**src/include/tdu_defines.svh**
```systemverilog
// Trigger debug unit constants, included by the package and the RTL that decodes CSR fields
`ifndef TDU_DEFINES_SVH
`define TDU_DEFINES_SVH

// ------------------------------
// Widths and trigger count
// ------------------------------

`define TDU_DATA_W          32      // CSR word and address width
`define TDU_MTRIG_NUM       4       // Address-match triggers
`define TDU_TSEL_W          2       // Enough to index every trigger
`define TDU_CSR_ADDR_W      3

// ------------------------------
// CSR offsets within the TDU block
// ------------------------------

`define TDU_OFFS_TSELECT    3'd0
`define TDU_OFFS_TDATA1     3'd1
`define TDU_OFFS_TDATA2     3'd2
`define TDU_OFFS_TINFO      3'd4

// ------------------------------
// tdata1 fields common to all types
// ------------------------------

`define TDU_TDATA1_TYPE_HI  31
`define TDU_TDATA1_TYPE_LO  28
`define TDU_TDATA1_DMODE    27

// ------------------------------
// mcontrol fields
// ------------------------------

`define TDU_MC_HIT          20
`define TDU_MC_ACTION_HI    17
`define TDU_MC_ACTION_LO    12
`define TDU_MC_M            6
`define TDU_MC_EXECUTE      2
`define TDU_MC_STORE        1
`define TDU_MC_LOAD         0

// Type code of an address-match trigger, also its bit in tinfo
`define TDU_MC_TYPE_VAL     2

`endif

```
**src/hdl/tdu_pkg.sv**
```systemverilog
// Shared types of the trigger debug unit, imported by every module of the unit
`default_nettype none

`include "tdu_defines.svh"

package tdu_pkg;

    typedef logic [`TDU_DATA_W-1:0]     tdu_data_t;      // CSR word or address
    typedef logic [`TDU_CSR_ADDR_W-1:0] tdu_csr_addr_t;  // Offset inside the TDU block
    typedef logic [`TDU_TSEL_W-1:0]     tdu_tsel_t;      // Trigger index
    typedef logic [`TDU_MTRIG_NUM-1:0]  tdu_trig_vec_t;  // One bit per trigger

    // CSR command from the core
    typedef enum logic [1:0] {
        TDU_CMD_NONE  = 2'd0,
        TDU_CMD_WRITE = 2'd1,
        TDU_CMD_SET   = 2'd2,
        TDU_CMD_CLEAR = 2'd3
    } tdu_csr_cmd_e;

    // CSR response back to the core
    typedef enum logic {
        TDU_RESP_OK = 1'b0,
        TDU_RESP_ER = 1'b1
    } tdu_csr_resp_e;

endpackage

`default_nettype wire

```
**src/hdl/tdu_csr_if.sv**
```systemverilog
// CSR access port of the trigger unit; decodes offsets, forms write data and holds tselect
`timescale 1ns/10ps
`default_nettype none

`include "tdu_defines.svh"

module tdu_csr_if (
    input  logic                    clk,
    input  logic                    rst_n,
    input  logic                    csr_req_i,
    input  tdu_pkg::tdu_csr_cmd_e   csr_cmd_i,
    input  tdu_pkg::tdu_csr_addr_t  csr_addr_i,
    input  tdu_pkg::tdu_data_t      csr_wdata_i,
    input  tdu_pkg::tdu_data_t      sel_tdata1_i,   // tdata1 of the selected trigger
    input  tdu_pkg::tdu_data_t      sel_tdata2_i,   // tdata2 of the selected trigger
    output tdu_pkg::tdu_data_t      csr_rdata_o,
    output tdu_pkg::tdu_csr_resp_e  csr_resp_o,
    output tdu_pkg::tdu_tsel_t      tsel_o,
    output logic                    tdata1_wr_o,
    output logic                    tdata2_wr_o,
    output tdu_pkg::tdu_data_t      wr_data_o
);

    import tdu_pkg::*;

    tdu_tsel_t  tsel_q;
    tdu_data_t  rdata;
    tdu_data_t  wr_data;
    logic       wr_req;
    logic       tsel_wr;

    // ------------------------------
    // Read path
    // ------------------------------

    assign csr_resp_o = csr_req_i ? TDU_RESP_OK : TDU_RESP_ER;

    always_comb begin
        rdata = '0;
        if (csr_req_i) begin
            case (csr_addr_i)
                `TDU_OFFS_TSELECT: rdata = tdu_data_t'(tsel_q);
                `TDU_OFFS_TDATA1:  rdata = sel_tdata1_i;
                `TDU_OFFS_TDATA2:  rdata = sel_tdata2_i;
                `TDU_OFFS_TINFO:   rdata[`TDU_MC_TYPE_VAL] = 1'b1;  // Only mcontrol supported
                default:           rdata = '0;
            endcase
        end
    end

    assign csr_rdata_o = rdata;

    // ------------------------------
    // Write path
    // ------------------------------

    // Set and clear merge into the current read value
    always_comb begin
        wr_req  = 1'b0;
        wr_data = '0;
        case (csr_cmd_i)
            TDU_CMD_WRITE: begin
                wr_req  = 1'b1;
                wr_data = csr_wdata_i;
            end
            TDU_CMD_SET: begin
                wr_req  = |csr_wdata_i;  // Zero mask leaves the register alone
                wr_data = rdata | csr_wdata_i;
            end
            TDU_CMD_CLEAR: begin
                wr_req  = |csr_wdata_i;
                wr_data = rdata & ~csr_wdata_i;
            end
            default: begin
                wr_req  = 1'b0;
                wr_data = '0;
            end
        endcase
    end

    // One strobe per addressed register
    assign tsel_wr     = csr_req_i & wr_req & (csr_addr_i == `TDU_OFFS_TSELECT);
    assign tdata1_wr_o = csr_req_i & wr_req & (csr_addr_i == `TDU_OFFS_TDATA1);
    assign tdata2_wr_o = csr_req_i & wr_req & (csr_addr_i == `TDU_OFFS_TDATA2);
    assign wr_data_o   = wr_data;

    // tselect covers exactly the trigger count, so every written index is in range
    always_ff @(posedge clk) begin
        if (!rst_n) begin
            tsel_q <= '0;
        end else if (tsel_wr) begin
            tsel_q <= wr_data[`TDU_TSEL_W-1:0];
        end
    end

    assign tsel_o = tsel_q;

endmodule

`default_nettype wire

```
**src/hdl/tdu_mcontrol_trig.sv**
```systemverilog
// One address-match trigger; holds its mcontrol fields and tdata2 and raises exec and load/store hits
`timescale 1ns/10ps
`default_nettype none

`include "tdu_defines.svh"

module tdu_mcontrol_trig (
    input  logic                clk,
    input  logic                rst_n,
    input  logic                tdu_dsbl_i,     // High in debug mode
    input  logic                tdata1_wr_i,
    input  logic                tdata2_wr_i,
    input  tdu_pkg::tdu_data_t  wr_data_i,
    input  logic                bp_retire_i,    // This trigger's breakpoint retires
    input  logic                imon_vd_i,
    input  tdu_pkg::tdu_data_t  imon_addr_i,
    input  logic                dmon_vd_i,
    input  logic                dmon_load_i,
    input  logic                dmon_store_i,
    input  tdu_pkg::tdu_data_t  dmon_addr_i,
    output tdu_pkg::tdu_data_t  tdata1_o,
    output tdu_pkg::tdu_data_t  tdata2_o,
    output logic                exec_hit_o,
    output logic                ldst_hit_o,
    output logic                action_o
);

    import tdu_pkg::*;

    logic       dmode_q;
    logic       m_q;
    logic       exec_q;
    logic       load_q;
    logic       store_q;
    logic       action_q;   // Debug-mode entry instead of exception
    logic       hit_q;
    tdu_data_t  tdata2_q;

    logic       tdata1_upd;
    logic       tdata2_upd;
    logic       armed;

    // Debug-mode owned triggers only change from inside debug mode
    assign tdata1_upd = tdata1_wr_i & (~dmode_q | tdu_dsbl_i);
    assign tdata2_upd = tdata2_wr_i & (~dmode_q | tdu_dsbl_i);

    // ------------------------------
    // Control fields
    // ------------------------------

    always_ff @(posedge clk) begin
        if (!rst_n) begin
            dmode_q  <= 1'b0;
            m_q      <= 1'b0;
            exec_q   <= 1'b0;
            load_q   <= 1'b0;
            store_q  <= 1'b0;
            action_q <= 1'b0;
            hit_q    <= 1'b0;
        end else begin
            if (tdata1_upd) begin
                dmode_q  <= wr_data_i[`TDU_TDATA1_DMODE];
                m_q      <= wr_data_i[`TDU_MC_M];
                exec_q   <= wr_data_i[`TDU_MC_EXECUTE];
                load_q   <= wr_data_i[`TDU_MC_LOAD];
                store_q  <= wr_data_i[`TDU_MC_STORE];
                action_q <= (wr_data_i[`TDU_MC_ACTION_HI:`TDU_MC_ACTION_LO] == 1);
                hit_q    <= wr_data_i[`TDU_MC_HIT];    // Software write wins over retire
            end else if (bp_retire_i) begin
                hit_q    <= 1'b1;   // Sticky until software clears it
            end
        end
    end

    // Match address
    always_ff @(posedge clk) begin
        if (!rst_n) begin
            tdata2_q <= '0;
        end else if (tdata2_upd) begin
            tdata2_q <= wr_data_i;
        end
    end

    // ------------------------------
    // Readback and match
    // ------------------------------

    always_comb begin
        tdata1_o = tdu_data_t'(`TDU_MC_TYPE_VAL) << `TDU_TDATA1_TYPE_LO;
        tdata1_o[`TDU_TDATA1_DMODE] = dmode_q;
        tdata1_o[`TDU_MC_HIT]       = hit_q;
        tdata1_o[`TDU_MC_ACTION_LO] = action_q;   // Upper action bits read 0
        tdata1_o[`TDU_MC_M]         = m_q;
        tdata1_o[`TDU_MC_EXECUTE]   = exec_q;
        tdata1_o[`TDU_MC_STORE]     = store_q;
        tdata1_o[`TDU_MC_LOAD]      = load_q;
    end

    assign tdata2_o = tdata2_q;
    assign action_o = action_q;

    assign armed = ~tdu_dsbl_i & m_q;

    assign exec_hit_o = armed & exec_q & imon_vd_i & (imon_addr_i == tdata2_q);

    assign ldst_hit_o = armed & dmon_vd_i
                      & ((load_q & dmon_load_i) | (store_q & dmon_store_i))
                      & (dmon_addr_i == tdata2_q);

endmodule

`default_nettype wire

```
**src/hdl/tdu_trig_bank.sv**
```systemverilog
// Array of address-match triggers with tselect write steering, readback and request reduction
`timescale 1ns/10ps
`default_nettype none

`include "tdu_defines.svh"

module tdu_trig_bank (
    input  logic                    clk,
    input  logic                    rst_n,
    input  logic                    tdu_dsbl_i,
    input  tdu_pkg::tdu_tsel_t      tsel_i,
    input  logic                    tdata1_wr_i,
    input  logic                    tdata2_wr_i,
    input  tdu_pkg::tdu_data_t      wr_data_i,
    input  tdu_pkg::tdu_trig_vec_t  bp_retire_i,
    input  logic                    imon_vd_i,
    input  tdu_pkg::tdu_data_t      imon_addr_i,
    input  logic                    dmon_vd_i,
    input  logic                    dmon_load_i,
    input  logic                    dmon_store_i,
    input  tdu_pkg::tdu_data_t      dmon_addr_i,
    output tdu_pkg::tdu_data_t      sel_tdata1_o,
    output tdu_pkg::tdu_data_t      sel_tdata2_o,
    output tdu_pkg::tdu_trig_vec_t  ibrkpt_match_o,
    output logic                    ibrkpt_exc_req_o,
    output tdu_pkg::tdu_trig_vec_t  dbrkpt_match_o,
    output logic                    dbrkpt_exc_req_o,
    output logic                    dmode_req_o
);

    import tdu_pkg::*;

    tdu_data_t      tdata1_arr [`TDU_MTRIG_NUM];
    tdu_data_t      tdata2_arr [`TDU_MTRIG_NUM];
    tdu_trig_vec_t  tdata1_wr;
    tdu_trig_vec_t  tdata2_wr;
    tdu_trig_vec_t  exec_hit;
    tdu_trig_vec_t  ldst_hit;
    tdu_trig_vec_t  action;

    // ------------------------------
    // Trigger array
    // ------------------------------

    for (genvar i = 0; i < `TDU_MTRIG_NUM; i++) begin : gen_trig
        // Only the selected trigger sees the strobe
        assign tdata1_wr[i] = tdata1_wr_i & (tsel_i == tdu_tsel_t'(i));
        assign tdata2_wr[i] = tdata2_wr_i & (tsel_i == tdu_tsel_t'(i));

        tdu_mcontrol_trig trig_inst (
            .clk          (clk),
            .rst_n        (rst_n),
            .tdu_dsbl_i   (tdu_dsbl_i),
            .tdata1_wr_i  (tdata1_wr[i]),
            .tdata2_wr_i  (tdata2_wr[i]),
            .wr_data_i    (wr_data_i),
            .bp_retire_i  (bp_retire_i[i]),
            .imon_vd_i    (imon_vd_i),
            .imon_addr_i  (imon_addr_i),
            .dmon_vd_i    (dmon_vd_i),
            .dmon_load_i  (dmon_load_i),
            .dmon_store_i (dmon_store_i),
            .dmon_addr_i  (dmon_addr_i),
            .tdata1_o     (tdata1_arr[i]),
            .tdata2_o     (tdata2_arr[i]),
            .exec_hit_o   (exec_hit[i]),
            .ldst_hit_o   (ldst_hit[i]),
            .action_o     (action[i])
        );
    end

    // Selected trigger readback
    assign sel_tdata1_o = tdata1_arr[tsel_i];
    assign sel_tdata2_o = tdata2_arr[tsel_i];

    // ------------------------------
    // Requests toward the core
    // ------------------------------

    assign ibrkpt_match_o   = exec_hit;
    assign ibrkpt_exc_req_o = |exec_hit;
    assign dbrkpt_match_o   = ldst_hit;
    assign dbrkpt_exc_req_o = |ldst_hit;

    assign dmode_req_o = |(action & bp_retire_i);   // Retiring trigger with action 1

endmodule

`default_nettype wire

```
**src/hdl/tdu_top.sv**
```systemverilog
// Top level of the trigger debug unit; wires the CSR port to the trigger bank
`timescale 1ns/10ps
`default_nettype none

module tdu_top (
    input  logic                    clk,
    input  logic                    rst_n,
    // CSR port
    input  logic                    csr_req_i,
    input  tdu_pkg::tdu_csr_cmd_e   csr_cmd_i,
    input  tdu_pkg::tdu_csr_addr_t  csr_addr_i,
    input  tdu_pkg::tdu_data_t      csr_wdata_i,
    output tdu_pkg::tdu_data_t      csr_rdata_o,
    output tdu_pkg::tdu_csr_resp_e  csr_resp_o,
    input  logic                    tdu_dsbl_i,     // Core is in debug mode
    // Instruction and data monitors
    input  logic                    imon_vd_i,
    input  tdu_pkg::tdu_data_t      imon_addr_i,
    input  logic                    dmon_vd_i,
    input  logic                    dmon_load_i,
    input  logic                    dmon_store_i,
    input  tdu_pkg::tdu_data_t      dmon_addr_i,
    input  tdu_pkg::tdu_trig_vec_t  bp_retire_i,
    // Requests
    output tdu_pkg::tdu_trig_vec_t  ibrkpt_match_o,
    output tdu_pkg::tdu_trig_vec_t  dbrkpt_match_o,
    output logic                    ibrkpt_exc_req_o,
    output logic                    dbrkpt_exc_req_o,
    output logic                    dmode_req_o
);

    import tdu_pkg::*;

    tdu_tsel_t  tsel;
    logic       tdata1_wr;
    logic       tdata2_wr;
    tdu_data_t  wr_data;
    tdu_data_t  sel_tdata1;
    tdu_data_t  sel_tdata2;

    tdu_csr_if csr_if_inst (
        .clk          (clk),
        .rst_n        (rst_n),
        .csr_req_i    (csr_req_i),
        .csr_cmd_i    (csr_cmd_i),
        .csr_addr_i   (csr_addr_i),
        .csr_wdata_i  (csr_wdata_i),
        .sel_tdata1_i (sel_tdata1),
        .sel_tdata2_i (sel_tdata2),
        .csr_rdata_o  (csr_rdata_o),
        .csr_resp_o   (csr_resp_o),
        .tsel_o       (tsel),
        .tdata1_wr_o  (tdata1_wr),
        .tdata2_wr_o  (tdata2_wr),
        .wr_data_o    (wr_data)
    );

    tdu_trig_bank trig_bank_inst (
        .clk              (clk),
        .rst_n            (rst_n),
        .tdu_dsbl_i       (tdu_dsbl_i),
        .tsel_i           (tsel),
        .tdata1_wr_i      (tdata1_wr),
        .tdata2_wr_i      (tdata2_wr),
        .wr_data_i        (wr_data),
        .bp_retire_i      (bp_retire_i),
        .imon_vd_i        (imon_vd_i),
        .imon_addr_i      (imon_addr_i),
        .dmon_vd_i        (dmon_vd_i),
        .dmon_load_i      (dmon_load_i),
        .dmon_store_i     (dmon_store_i),
        .dmon_addr_i      (dmon_addr_i),
        .sel_tdata1_o     (sel_tdata1),
        .sel_tdata2_o     (sel_tdata2),
        .ibrkpt_match_o   (ibrkpt_match_o),
        .ibrkpt_exc_req_o (ibrkpt_exc_req_o),
        .dbrkpt_match_o   (dbrkpt_match_o),
        .dbrkpt_exc_req_o (dbrkpt_exc_req_o),
        .dmode_req_o      (dmode_req_o)
    );

endmodule

`default_nettype wire

```
**config.mk**
```make
export PLATFORM = sky130hd
export DESIGN_NAME = tdu_top
export DESIGN_NICKNAME = d
export VERILOG_FILES = /design/src/hdl/tdu_pkg.sv /design/src/hdl/tdu_csr_if.sv /design/src/hdl/tdu_mcontrol_trig.sv /design/src/hdl/tdu_trig_bank.sv /design/src/hdl/tdu_top.sv
export VERILOG_INCLUDE_DIRS = /design/src /design/src/include
export SDC_FILE = /design/constraint.sdc
export NUM_CORES = 1
export LEC_CHECK = 0
export BUFFER_PORTS_ARGS = -buffer_cell sky130_fd_sc_hd__buf_2
export CAP_MARGIN = 30
export CORE_MARGIN = 3
export CORE_UTILIZATION = 50
export DETAILED_ROUTE_END_ITERATION = 12
export GPL_TIMING_DRIVEN = 1
export PLACE_DENSITY = 0.85
export SLEW_MARGIN = 25
export SYNTH_ARGS = -nofsm -noshare
export SYNTH_HDL_FRONTEND = slang
export SYNTH_SLANG_ARGS = --single-unit
export TNS_END_PERCENT = 50
```
**constraint.sdc**
```tcl
create_clock -name clk -period 2.1 [get_ports clk]
set_input_delay 0.42 -clock clk [delete_from_list [all_inputs] [get_ports clk]]
set_output_delay 0.42 -clock clk [all_outputs]
set_load 0.01 [all_outputs]
```
==> metrics.md, run 1 <==
| Metric | Value |
|---|---|
| Synthesis-stage register bit count | `around 160` |
| Number of H-tree branching levels | `4` |
| Sequential element share of the synthesized area | `between 20% and 30%` |
| Share of flip-flops with an asynchronous set or reset | `0%` |
| GRT Resource Usage Total | `76.83%` |
| Die width | `roughly 160 um` |
| Antenna violations before repair | `6` |
| Die height | `around 160 um` |
| Error that halted the flow | `[ERROR GRT-0232] Routing congestion too high. Check the congestion heatmap in the GUI.` |
| Number of buffers added by the clock tree synthesis step | `17` |
| Number of rows created at floorplan | `54` |
| Total standard cell area after synthesis | `between 10000 and 15000 um^2` |
| Cells after Synth | `between 1000 and 1500` |
| Gpl congestion | `1.116` |
| Worst slack at placement | `-0.6833 ns` |
| IO Port Bufs | `roughly 160` |
| Number of I/O pins | `between 150 and 200` |
| Number of clock sinks | `around 160` |
| Mean post-synth cell area | `8.599 um^2` |
| Pin count of the biggest net entering global routing | `~150` |
| DP Wirelength | `45580 um` |
| Cell at the root of the clock tree | `clkbuf_16` |
| Terminating stage of the flow | `global routing` |
| Buffer levels on the longest clock path | `2` |
| Result of the run | `aborted with a tool error` |
| Main synth FF type | `dfxtp_1` |
| Aggregate global routing overflow | `2` |
| Number of warnings printed during yosys synthesis | `0` |
| EDFF count, synth | `0` |
| Initial core utilization | `between 50% and 60%` |
| Worst endpoint after global-route timing repair | `dbrkpt_exc_req_o` |
| Post-Syn Nets | `around 1400` |
| Post-synthesis cell type count | `between 50 and 60` |
| Type of pin the worst path ends at | `primary output` |
==> routing by layer <==
metal	overflow	GRT usage, %
met5	0	42.66
met4	1	72.31
met3	1	65.91
met2	0	88.84
met1	0	78.40
==> per-stage QoR <==
step / instance area (um^2) / std cells / TNS (ns)
3_5_place_dp: 15190 / 2015 / -66.24
2_1_floorplan: 11440 / 1330 / -0.8535
3_3_place_gp: 15190 / 2015 / -60.86
4_1_cts: 17370 / 2089 / -17.52
==> synthesized netlist by cell type, drive strengths merged (20+ instances only) <==
cell,n,area share [%]
a211oi,46,3.0
a21oi,63,2.8
a31oi,127,6.9
and2,23,1.3
buf,47,2.4
clkbuf,90,3.0
dfxtp,158,28
mux4,39,7.7
nand2,24,0.81
nand2b,20,1.1
nand4,37,2.0
nor3,132,5.9
nor4,118,6.5
xnor2,72,5.5
xor2,188,14
==> kinds of logic after synthesis <==
kind of cell | share of synthesized area, %
AOI/OAI and AO/OA | 17.15
xor gates and xnor gates | 19.91
buffers and inverters | 5.765
DFF | 27.66
muxes | 7.811
and+or+nand+nor | 21.70
==> what timing repair did <==
| action | 4_1_cts |
|---|---|
| gates resized for setup | 238 |
| gates cloned | 5 |
| buffers inserted | 44 |
| pin swaps | 85 |
| endpoints found under the setup margin | 164 |
| endpoints found under the hold margin | 0 |
| hold buffers | 0 |
==> inputs of run 2 (changes only) <==
--- a/config.mk
+++ b/config.mk
@@ -9,10 +9,10 @@
 export BUFFER_PORTS_ARGS = -buffer_cell sky130_fd_sc_hd__buf_2
 export CAP_MARGIN = 30
 export CORE_MARGIN = 3
-export CORE_UTILIZATION = 50
+export CORE_UTILIZATION = 35
 export DETAILED_ROUTE_END_ITERATION = 12
 export GPL_TIMING_DRIVEN = 1
-export PLACE_DENSITY = 0.85
+export PLACE_DENSITY_LB_ADDON = 0.15
 export SLEW_MARGIN = 25
 export SYNTH_ARGS = -nofsm -noshare
 export SYNTH_HDL_FRONTEND = slang
==> constraint.sdc (replaced) <==
create_clock -name clk -period 2.7 [get_ports clk]
set_input_delay 0.54 -clock clk [delete_from_list [all_inputs] [get_ports clk]]
set_output_delay 0.54 -clock clk [all_outputs]
set_load 0.01 [all_outputs]
==> metrics.md, run 2 <==
| Metric | Value |
|---|---|
| DRC viols | `0` |
| Cell at the root of the clock tree | `clkbuf_16` |
| Fin. max-slew vios | `0` |
| Vias in the first global route | `11960` |
| Count of nets left with antenna violations after detail routing | `0` |
| Flip-flop count of the largest register after layout | `around 130` |
| Adder-cell share of the synthesized area | `0%` |
| Antenna violations before repair | `1` |
| Number of I/O pins | `roughly 160` |
| Total chip power | `roughly 5900 uW` |
| Setup CP Type | `register to output pin` |
| Synthesized-area fraction occupied by ao, oa, aoi and oai cells | `roughly 17%` |
| Number of clock sinks | `roughly 160` |
| Clock transition at the registers of the reported paths | `approximately 0.070 ns` |
| Simple-gate area share of the yosys netlist | `21.70%` |
| Actual slew at the worst max-slew pin | `about 1.1 ns` |
| Sequential element share of the synthesized area | `between 20% and 30%` |
| Cells after Synth | `around 1300` |
| Gpl congestion | `1.038` |
| Cell leakage power | `between 0.005 and 0.006 uW` |
| Power Density | `slightly below 400 nW/um^2` |
| Highest-count cells in the layout ignoring fill and taps | `buf_4 (165), xor2_1 (158), buf_2 (151)` |
| # Max-Cap Violations | `0` |
| Count of inserted antenna diode cells | `0` |
| Die height | `between 150 and 200 um` |
| Achievable frequency | `approximately 350 MHz` |
| Main synth FF type | `dfxtp_1` |
| Violations in the final reports | `setup timing` |
| Number of rows created at floorplan | `65` |
| Die Footprint | `approximately 35000 um^2` |
| Clk_skew | `slightly below 0.009 ns` |
| Maximum fanout encountered on the critical timing path | `4` |
| Main area contributors after synthesis | `dfxtp_1 (28%), xor2_1 (14%), mux4_2 (7.5%), a31oi_1 (6.9%), nor4_1 (6.5%)` |
| IO Port Bufs | `roughly 160` |
| # nets final | `about 1700` |
| Largest area contributor in the synthesized netlist | `dfxtp_1` |
| Routed WL | `~61000 um` |
| Most frequent cells after synthesis | `xor2_1 (188), dfxtp_1 (158), nor3_1 (129)` |
| Post-route core utilization | `47.91%` |
| Result of the run | `finished, violations left` |
| Count of TritonRoute iterations in the first routing pass | `7` |
| Count of final hold-check violations | `0` |
| Buffer levels on the longest clock path | `2` |
| Fin area | `~15000 um^2` |
| Core footprint | `around 32000 um^2` |
| Mean post-synth cell area | `between 8 and 9 um^2` |
| Vias per inst | `6.268` |
| CTS tree | `built` |
| DP Wirelength | `~47000 um` |
| Worst Setup End Kind | `output pin` |
| Share of flip-flops with an asynchronous set or reset | `0%` |
| Setup_tns | `-0.6341 ns` |
| Number of warnings printed during yosys synthesis | `0` |
| Count of placed standard cells in the final layout, fillers left out | `approximately 2000` |
| Required time reported for the critical path endpoint | `between 2 and 2.5 ns` |
| Post-placement cell count | `1959` |
| Final worst-path cycle share | `105.6%` |
| Xor-xnor portion of the synthesized cell area | `between 10% and 20%` |
| Number of H-tree branching levels | `4` |
| Most common cell after layout, fill and taps aside | `buf_4` |
| Top cell type's share of synthesized area | `around 28%` |
| Post-Syn Nets | `between 1000 and 1500` |
| EDFF count, synth | `0` |
| Layout area overhead | `33.55%` |
| Global-route wire length before repair | `86730 um` |
| Worst slew margin relative to its limit | `slightly below 30%` |
| Initial core utilization | `a little over a third` |
| Total standard cell area after synthesis | `around 11000 um^2` |
| Hold-fix buffers, CTS | `0` |
| Largest family of logic cells by synthesized area | `simple AND/OR/NAND/NOR gates` |
| Time the worst path needs with I/O delays and setup | `around 2.9 ns` |
| Worst path arrival time | `roughly 2.3 ns` |
| Critical Path Source Type | `register` |
| Worst setup slack after layout | `-0.1518 ns` |
| Aggregate global routing overflow | `0` |
| Share of post-route cells with drive strength above 1 | `approximately 37%` |
| Number of vias in the routed layout | `12550` |
| Starting DRC count in detailed routing | `1283` |
| Final number of setup-violating endpoints | `7` |
| Pin count of the biggest net entering global routing | `about 150` |
| Maximum vdd ir drop | `roughly 440 uV` |
| Worst min-delay path category | `input pin to register` |
| Dpl cell area | `13730 um^2` |
| Post-synthesis mux area share | `between 7 and 8%` |
| Clock latency on the worst-skew pair | `around 0.45 ns` |
| GRT Resource Usage Total | `33.94%` |
| Post-synthesis cell type count | `between 50 and 60` |
| Unrepaired setup endpoints after global routing | `true` |
| Synthesis-stage register bit count | `about 160` |
| Layout filler cell count | `around 3200` |
| Cell with the most instances after synthesis | `xor2_1` |
| Die width | `~190 um` |
| Number of buffers added by the clock tree synthesis step | `17` |
| Mean routed wirelength per cell | `30.30 um` |
==> run 2: cell counts after synthesis <==
Identical to the previous run, type by type.
==> run 2: path summary, 6_finish.rpt <==
check,slack [ns],cells past startpoint,start,endpoint
worst min register to register,0.51,1,trig_bank_inst.gen_trig[2].trig_inst.hit_q,trig_bank_inst.gen_trig[2].trig_inst.hit_q
worst min-delay path,0.36,2,bp_retire_i[2],trig_bank_inst.gen_trig[2].trig_inst.hit_q
worst max-delay path,-0.15,6,register,ibrkpt_exc_req_o
worst max register to register,0.23,7,csr_if_inst.tsel_o[0],trig_bank_inst.gen_trig[3].trig_inst.action_o
==> run 2: cell type report <==
class / instances / area (um^2) / area share (%)
multi-input combinational: 1022 / 8421 / 55.13
sequential: 158 / 3272 / 21.42
timing repair buffer: 344 / 2450 / 16.04
tap: 435 / 544.3 / 3.563
clock buffer: 19 / 442.9 / 2.900
clock inverter: 11 / 93.84 / 0.6144
inverter: 13 / 51.30 / 0.3358
==> run 2: critical path: stages (launching register included) <==
cell and delay [ns]:
dfxtp_2 0.37, xnor2_1 0.34, nand4_1 0.18, or4_4 0.46, nor3_4 0.21, or4_4 0.19, buf_6 0.10
==> run 2: logic make-up (layout without fill, tap and decap cells) <==
group | after synthesis | count (layout)
compound gates | 300 | 300
xor+xnor | 260 | 260
simple gates | 422 | 422
buf+inv | 150 | 387
flops | 158 | 158
mux | 40 | 40
==> run 2: per-stage QoR <==
step | hold WS (ns) | worst slack (ns)
floorplan | 0.4792 | 0.3191
global placement | 0.4940 | -0.5156
detailed placement | 0.4973 | -0.5309
CTS | 0.3446 | -0.2237
global route | 0.3639 | -0.1838
finish | 0.3621 | -0.1518
==> run 2: report_power, final <==
part           total (uW)  switching [uW]  leakage, uW  internal [uW]
clock                2340            1070     0.000268           1280
combinational        1210             765      0.00423            444
sequential           2380            39.8      0.00131           2340
total                5940            1870      0.00580           4060
==> run 2: timing repair <==
| item | in CTS | in global routing |
|---|---|---|
| setup endpoints to repair | 38 | 25 |
| endpoints found under the hold margin | 0 | 0 |
| gates resized for setup | 138 | 48 |
| buffers inserted | 7 | 9 |
| pin swaps | 36 | 18 |
==> run 2: layer usage <==
layer	track usage (%)	share of wire, %
met2	52.69	45
met5	0	0.020
met3	7.458	8.2
met1	46.63	43
met4	11.95	3.1
No activity file was read; power rests on OpenSTA's default activity.
==> inputs of run 3 (changes only) <==
==> constraint.sdc (replaced) <==
create_clock -name clk -period 2.4 [get_ports clk]
set_input_delay 0.48 -clock clk [delete_from_list [all_inputs] [get_ports clk]]
set_output_delay 0.48 -clock clk [all_outputs]
set_load 0.01 [all_outputs]
==> metrics.md, run 3 (same netlist as run 2, synthesis figures left out) <==
| Metric | Value |
|---|---|
| Path depth of the worst reg2reg path | `7` |
| Initial core utilization | `between 30% and 40%` |
| Count of nets left with antenna violations after detail routing | `0` |
| Most common cell after layout, fill and taps aside | `buf_4` |
| Count of final hold-check violations | `0` |
| Worst slack at placement | `-0.7889 ns` |
| Actual slew at the worst max-slew pin | `about 0.8 ns` |
| Post-route core utilization | `between 50% and 60%` |
| Gpl congestion | `between 1 and 1.5` |
| Total chip power | `7111 uW` |
| Worst setup slack after layout | `-0.4636 ns` |
| Dpl cell area | `about 15000 um^2` |
| Power Density | `between 400 and 500 nW/um^2` |
| Maximum vdd ir drop | `between 400 and 500 uV` |
| Required time reported for the critical path endpoint | `approximately 1.9 ns` |
| CTS tree | `built` |
| DP Wirelength | `between 40000 and 50000 um` |
| Number of H-tree branching levels | `4` |
| Result of the run | `finished, violations left` |
| Time the worst path needs with I/O delays and setup | `between 2 and 3 ns` |
| Die height | `186.8 um` |
| Setup CP Type | `register to output pin` |
| # nets final | `roughly 1800` |
| Min-Delay Startpoint | `bp_retire_i[1]` |
| Worst path arrival time | `around 2.4 ns` |
| Worst reg2reg setup slack | `-0.04 ns` |
| Count of TritonRoute iterations in the first routing pass | `5` |
| IO Port Bufs | `between 150 and 200` |
| Standard cell with the maximum stage delay on the critical path | `or4_4` |
| Layout area overhead | `47.40%` |
| Critical path's largest stage delay | `around 0.53 ns` |
| Number of vias in the routed layout | `about 13000` |
| Hold path endpoint | `trig_bank_inst.gen_trig[1].trig_inst.hit_q` |
| Starting DRC count in detailed routing | `1300` |
| Routed length on met1 | `26550 um` |
| Core footprint | `31880 um^2` |
| Achievable frequency | `between 300 and 400 MHz` |
| Cell depth of the worst hold path | `2` |
| Number of I/O pins | `approximately 160` |
| Pin count of the biggest net entering global routing | `between 100 and 150` |
| Routed WL | `62100 um` |
| Number of clock sinks | `158` |
| Endpoint of the most critical register-to-register path | `trig_bank_inst.gen_trig[3].trig_inst.action_o` |
| Cell at the root of the clock tree | `clkbuf_16` |
| Maximum fanout encountered on the critical timing path | `3` |
| Number of rows created at floorplan | `65` |
| Clock latency on the worst-skew pair | `~0.46 ns` |
| Die Footprint | `~35000 um^2` |
| Cell breakdown of the critical path | `buf_6 > xnor2_4 > nand4_1 > or4_4 > nor3_4 > or4_4 > buf_6` |
| Vias in the first global route | `approximately 13000` |
| # Max-Cap Violations | `0` |
| Detailed route wirelength on metal3 | `5511 um` |
| Hold-fix buffers, CTS | `0` |
| Cell leakage power | `around 0.0066 uW` |
| Global-route wire length before repair | `~90000 um` |
| Met2 routed WL | `about 28000 um` |
| Final number of setup-violating endpoints | `44` |
| Startpoint of the worst register-to-register path | `csr_if_inst.tsel_o[0]` |
| Buffer levels on the longest clock path | `2` |
| GRT Resource Usage Total | `approximately 35%` |
| Flip-flop count of the largest register after layout | `128` |
| Layout filler cell count | `3030` |
| DRC viols | `0` |
| Count of inserted antenna diode cells | `0` |
| Critical Path Source Type | `register` |
| Unrepaired setup endpoints after global routing | `true` |
| Fin area | `between 15000 and 20000 um^2` |
| Highest metal layer used by the detailed router | `met5` |
| Mean routed wirelength per cell | `just under 30 um` |
| Vias per inst | `6.139` |
| Worst Setup End Kind | `output pin` |
| Worst slew margin relative to its limit | `46.54%` |
| Number of buffers added by the clock tree synthesis step | `17` |
| Violations in the final reports | `setup timing` |
| Highest-count cells in the layout ignoring fill and taps | `buf_4 (273), xor2_1 (166), buf_2 (128)` |
| Aggregate global routing overflow | `0` |
| Fin. max-slew vios | `0` |
| Worst min-delay path category | `input pin to register` |
| Clock transition at the registers of the reported paths | `around 0.07 ns` |
| Final worst-path cycle share | `119.3%` |
| Antenna violations before repair | `2` |
| Clk_skew | `about 0.0095 ns` |
| Die width | `186.8 um` |
| Share of post-route cells with drive strength above 1 | `43.10%` |
run 3: changes by cell type in the layout (fill, tap and decap cells not counted), sizes merged:
cell      delta
buf        +132
clkbuf       +2
clkinv       -5
bufbuf       +1
inv          +1
clkinvlp     +3
bufinv       +2
run 3: critical path, delay by kind of cell, from the launching register on:
| family | cells | cell delay [ns] |
|---|---|---|
| flops | 1 | 0.35 |
| buf+inv | 2 | 0.23 |
| simple gates | 4 | 1.13 |
| xor+xnor | 1 | 0.22 |
run 3: layout make-up:
cell class,instances,area [um^2],share of cell area (%)
clock inverter,12,160.2,0.9500
timing repair buffer,478,3860,22.90
inverter,13,51.30,0.3043
sequential,158,3252,19.29
tap,435,544.3,3.228
clock buffer,20,446.7,2.650
multi-input combinational,1022,8544,50.68
run 3: power by group:
group	leakage, uW	internal (uW)	switching, uW
combinational	0.00501	603	906
clock	0.000283	1670	1250
sequential	0.00130	2640	39.9
total	0.00660	4910	2200
run 3: repair_timing:
item,4_1_cts,5_1_grt
setup buffers,25,9
gates cloned,2,1
pin swaps,58,49
resized for setup,168,92
setup endpoints to repair,51,68
run 3: metal layers:
| metal | up-vias | global-route usage [%] |
|---|---|---|
| li1 | 5786 | - |
| met1 | 6478 | 47.92 |
| met2 | 761 | 53.85 |
| met3 | 99 | 7.383 |
| met4 | 2 | 11.11 |
| met5 | - | 0 |
run 3: worst max path at each step:
stage	end	slack, ns	depth (start not counted)
after floorplan	csr_rdata_o[10]	0.14	7
after global placement	ibrkpt_exc_req_o	-0.86	7
after detailed placement	ibrkpt_exc_req_o	-0.79	7
after CTS	ibrkpt_exc_req_o	-0.53	7
after global routing	ibrkpt_exc_req_o	-0.50	6
final	ibrkpt_exc_req_o	-0.46	7
run 3: metrics by stage:
| stage | cells | hold WS, ns | setup TNS [ns] |
|---|---|---|---|
| after floorplan | 1330 | 0.4792 | 0 |
| after global placement | 2074 | 0.4992 | -123.51 |
| after detailed placement | 2075 | 0.4962 | -56.02 |
| after CTS | 2128 | 0.2888 | -5.058 |
| after global routing | 2138 | 0.3061 | -6.538 |
| final | 2138 | 0.2999 | -4.945 |
==> inputs of run 4 (changes only) <==
--- a/config.mk
+++ b/config.mk
@@ -16,5 +16,6 @@
 export SLEW_MARGIN = 25
 export SYNTH_ARGS = -nofsm -noshare
 export SYNTH_HDL_FRONTEND = slang
+export SYNTH_HIERARCHICAL = 1
 export SYNTH_SLANG_ARGS = --single-unit
 export TNS_END_PERCENT = 50
==> metrics.md, run 4 <==
| Metric | Value |
|---|---|
| DP Wirelength | `40150 um` |
| Critical path's largest stage delay | `0.54 ns` |
| Vias per inst | `5.348` |
| Fin. max-slew vios | `0` |
| Final worst-path cycle share | `120.3%` |
| Cell at the root of the clock tree | `clkbuf_16` |
| Post-synthesis cell type count | `51` |
| Worst min-delay path category | `input pin to register` |
| Number of clock sinks | `~160` |
| Most frequent cells after synthesis | `nand2_1 (286), xor2_1 (188), dfxtp_1 (158)` |
| Hold-fix buffers, CTS | `0` |
| Routed WL | `between 50000 and 60000 um` |
| Highest-count cells in the layout ignoring fill and taps | `nand2_1 (263), buf_4 (203), xor2_1 (177)` |
| Fin area | `about 17000 um^2` |
| Die height | `199.5 um` |
| Vias in the first global route | `roughly 12000` |
| Cells after Synth | `approximately 1500` |
| Achievable frequency | `approximately 350 MHz` |
| Min-Delay Startpoint | `bp_retire_i[2]` |
| Die width | `about 200 um` |
| GRT Resource Usage Total | `a little over a quarter` |
| IO Port Bufs | `roughly 160` |
| # nets final | `~1900` |
| Dpl cell area | `~15000 um^2` |
| Buffer levels on the longest clock path | `2` |
| Origin of the worst setup path | `csr_if_inst/tsel_o[0]` |
| Worst slew margin relative to its limit | `around 62%` |
| Synthesis-stage register bit count | `~160` |
| Final number of setup-violating endpoints | `between 100 and 150` |
| # Max-Cap Violations | `0` |
| Maximum vdd ir drop | `366.3 uV` |
| Critical Path Source Type | `register` |
| Worst setup slack after layout | `-0.4870 ns` |
| Area occupied by multi-input gates | `9797 um^2` |
| Antenna violations before repair | `1` |
| Layout area overhead | `32.99%` |
| Setup CP Type | `register to register` |
| DRC viols | `0` |
| Count of inserted antenna diode cells | `0` |
| Main area contributors after synthesis | `dfxtp_1 (24%), xor2_1 (13%), mux4_2 (11%), nand2_1 (8.2%), buf_4 (7.6%)` |
| Number of I/O pins | `between 150 and 200` |
| CTS tree | `built` |
| Count of nets left with antenna violations after detail routing | `0` |
| Number of warnings printed during yosys synthesis | `6` |
| Share of post-route cells with drive strength above 1 | `between 40 and 50%` |
| Main synth FF type | `dfxtp_1` |
| Standard cell with the maximum stage delay on the critical path | `mux4_2` |
| Mean routed wirelength per cell | `between 20 and 25 um` |
| Startpoint of the worst register-to-register path | `csr_if_inst/tsel_o[0]` |
| Cell with the most instances after synthesis | `nand2_1` |
| Violations in the final reports | `setup timing` |
| Clock latency on the worst-skew pair | `between 0.4 and 0.5 ns` |
| Number of vias in the routed layout | `approximately 12000` |
| Number of H-tree branching levels | `4` |
| Share of flip-flops with an asynchronous set or reset | `0%` |
| Top cell type's share of synthesized area | `between 20% and 30%` |
| Mean post-synth cell area | `around 8.9 um^2` |
| Unrepaired setup endpoints after global routing | `true` |
| Gpl congestion | `~0.96` |
| Most common cell after layout, fill and taps aside | `nand2_1` |
| Core footprint | `36790 um^2` |
| Worst path arrival time | `3.26 ns` |
| Die Footprint | `~40000 um^2` |
| Clock group share of total power | `between 40% and 50%` |
| Layout filler cell count | `between 3000 and 4000` |
| Sequential power share | `39.0%` |
| Worst Setup End Kind | `register` |
| Pin count of the biggest net entering global routing | `slightly above 90` |
| Sequential element share of the synthesized area | `24.13%` |
| Maximum fanout encountered on the critical timing path | `5` |
| Cell leakage power | `between 0.007 and 0.008 uW` |
| Required time reported for the critical path endpoint | `about 2.8 ns` |
| Total standard cell area after synthesis | `between 10000 and 15000 um^2` |
| Time the worst path needs with I/O delays and setup | `between 2 and 3 ns` |
| Count of TritonRoute iterations in the first routing pass | `5` |
| Global-route wire length before repair | `77340 um` |
| Count of final hold-check violations | `0` |
| Number of rows created at floorplan | `70` |
| Largest area contributor in the synthesized netlist | `dfxtp_1` |
| Clock transition at the registers of the reported paths | `about 0.070 ns` |
| EDFF count, synth | `0` |
| Number of buffers added by the clock tree synthesis step | `17` |
| Initial core utilization | `35.63%` |
| Result of the run | `finished, violations left` |
| Actual slew at the worst max-slew pin | `0.5628 ns` |
| Total chip power | `between 6000 and 7000 uW` |
| Combinational share of power | `a little under a fifth` |
| Flip-flop count of the largest register after layout | `~130` |
| Proportion of total power due to net switching | `between 30% and 40%` |
| Area taken by flip-flops and latches | `~3300 um^2` |
| Aggregate global routing overflow | `0` |
| Clk_skew | `roughly 0.019 ns` |
| Starting DRC count in detailed routing | `roughly 1100` |
| Net switching component of the power | `around 2000 uW` |
| Power Density | `between 300 and 400 nW/um^2` |
| Cell breakdown of the critical path | `mux4_2 > a22oi_2 > nor2_2 > mux2_4 > a22o_4 > or4b_1 > or4_1 > a21boi_1` |
| Cell internal power dissipation | `4715 uW` |
run 4: cell count changes in the layout (fill, tap and decap cells not counted), moves of 70 or more:
cell | previous run | this run
a21boi_0 | 0 | 76
nand2_1 | 19 | 263
conb_1 | 0 | 100
nor3_1 | 119 | 1
buf_4 | 273 | 203
a31oi_1 | 127 | 0
run 4: worst paths after layout:
check / slack, ns / to / depth (start not counted)
worst max-delay path: -0.49 / trig_bank_inst/gen_trig[1].trig_inst/action_o / 8
worst min-delay path: 0.37 / trig_bank_inst/gen_trig[2].trig_inst/hit_q / 3
worst max register to register: -0.49 / trig_bank_inst/gen_trig[1].trig_inst/action_o / 8
worst min register to register: 0.47 / register / 2
run 4: timing repair:
item / CTS / global route
cloned: 3 / 0
endpoints found under the setup margin: 199 / 191
gates resized for setup: 241 / 128
buffers inserted: 30 / 13
pin swaps: 64 / 65
run 4: metrics by stage:
stage	TNS (ns)	std cells	hold slack (ns)	utilization, %	worst slack (ns)
floorplan	-2.249	1569	0.4481	-	-0.5621
global placement	-91.40	2192	0.4608	41.19	-0.6177
detailed placement	-91.14	2192	0.4703	41.19	-0.6419
CTS	-22.35	2247	0.3783	46.02	-0.4795
global route	-29.90	2257	0.3837	47.38	-0.5480
finish	-18.66	2257	0.3687	47.38	-0.4870
run 4: logic make-up (layout without fill, tap and decap cells):
group | after synthesis | after routing | share of synthesized area, %
AO/OA/AOI/OAI | 242 | 242 | 15.13
XOR/XNOR | 256 | 256 | 17.11
buffers and inverters | 223 | 443 | 11.55
flip-flops | 158 | 158 | 24.13
multiplexers | 93 | 93 | 13.55
other | 8 | 100 | 0.2291
AND/OR/NAND/NOR | 497 | 497 | 18.30
run 4: area by class of cell:
cell class / count / area share, %
clock buffer: 20 / 2.620
clock inverter: 12 / 0.7106
inverter: 6 / 0.1292
multi-input combinational: 1188 / 56.21
sequential: 158 / 18.77
tap: 468 / 3.359
timing repair buffer: 405 / 18.20
run 4: critical path: cells and delay by family, from the launching register on:
| family | cells | cell delay, ns |
|---|---|---|
| compound gates | 3 | 0.56 |
| flops | 1 | 0.43 |
| mux | 2 | 0.81 |
| simple gates | 3 | 1.02 |
run 4: routing by layer:
metal / part of all wire (%) / routed length [um] / vias up / GRT usage [%]
met1: 43 / 23050 / 6058 / 35.06
met4: 2.4 / 1317 / 2 / 8.529
met3: 6.4 / 3435 / 56 / 4.738
met5: 0.022 / 12 / - / 0
met2: 49 / 26200 / 413 / 44.59
li1: - / - / 5541 / -
run 4: power by group through the flow:
stage | clock, uW | combinational, uW | sequential [uW]
4_1_cts | 2850 | 1220 | 2640
2_1_floorplan | 0 | 666 | 2700
5_1_grt | 2950 | 1360 | 2630
6_report | 2820 | 1290 | 2630
3_3_place_gp | 0 | 1100 | 2700
3_5_place_dp | 0 | 1100 | 2700
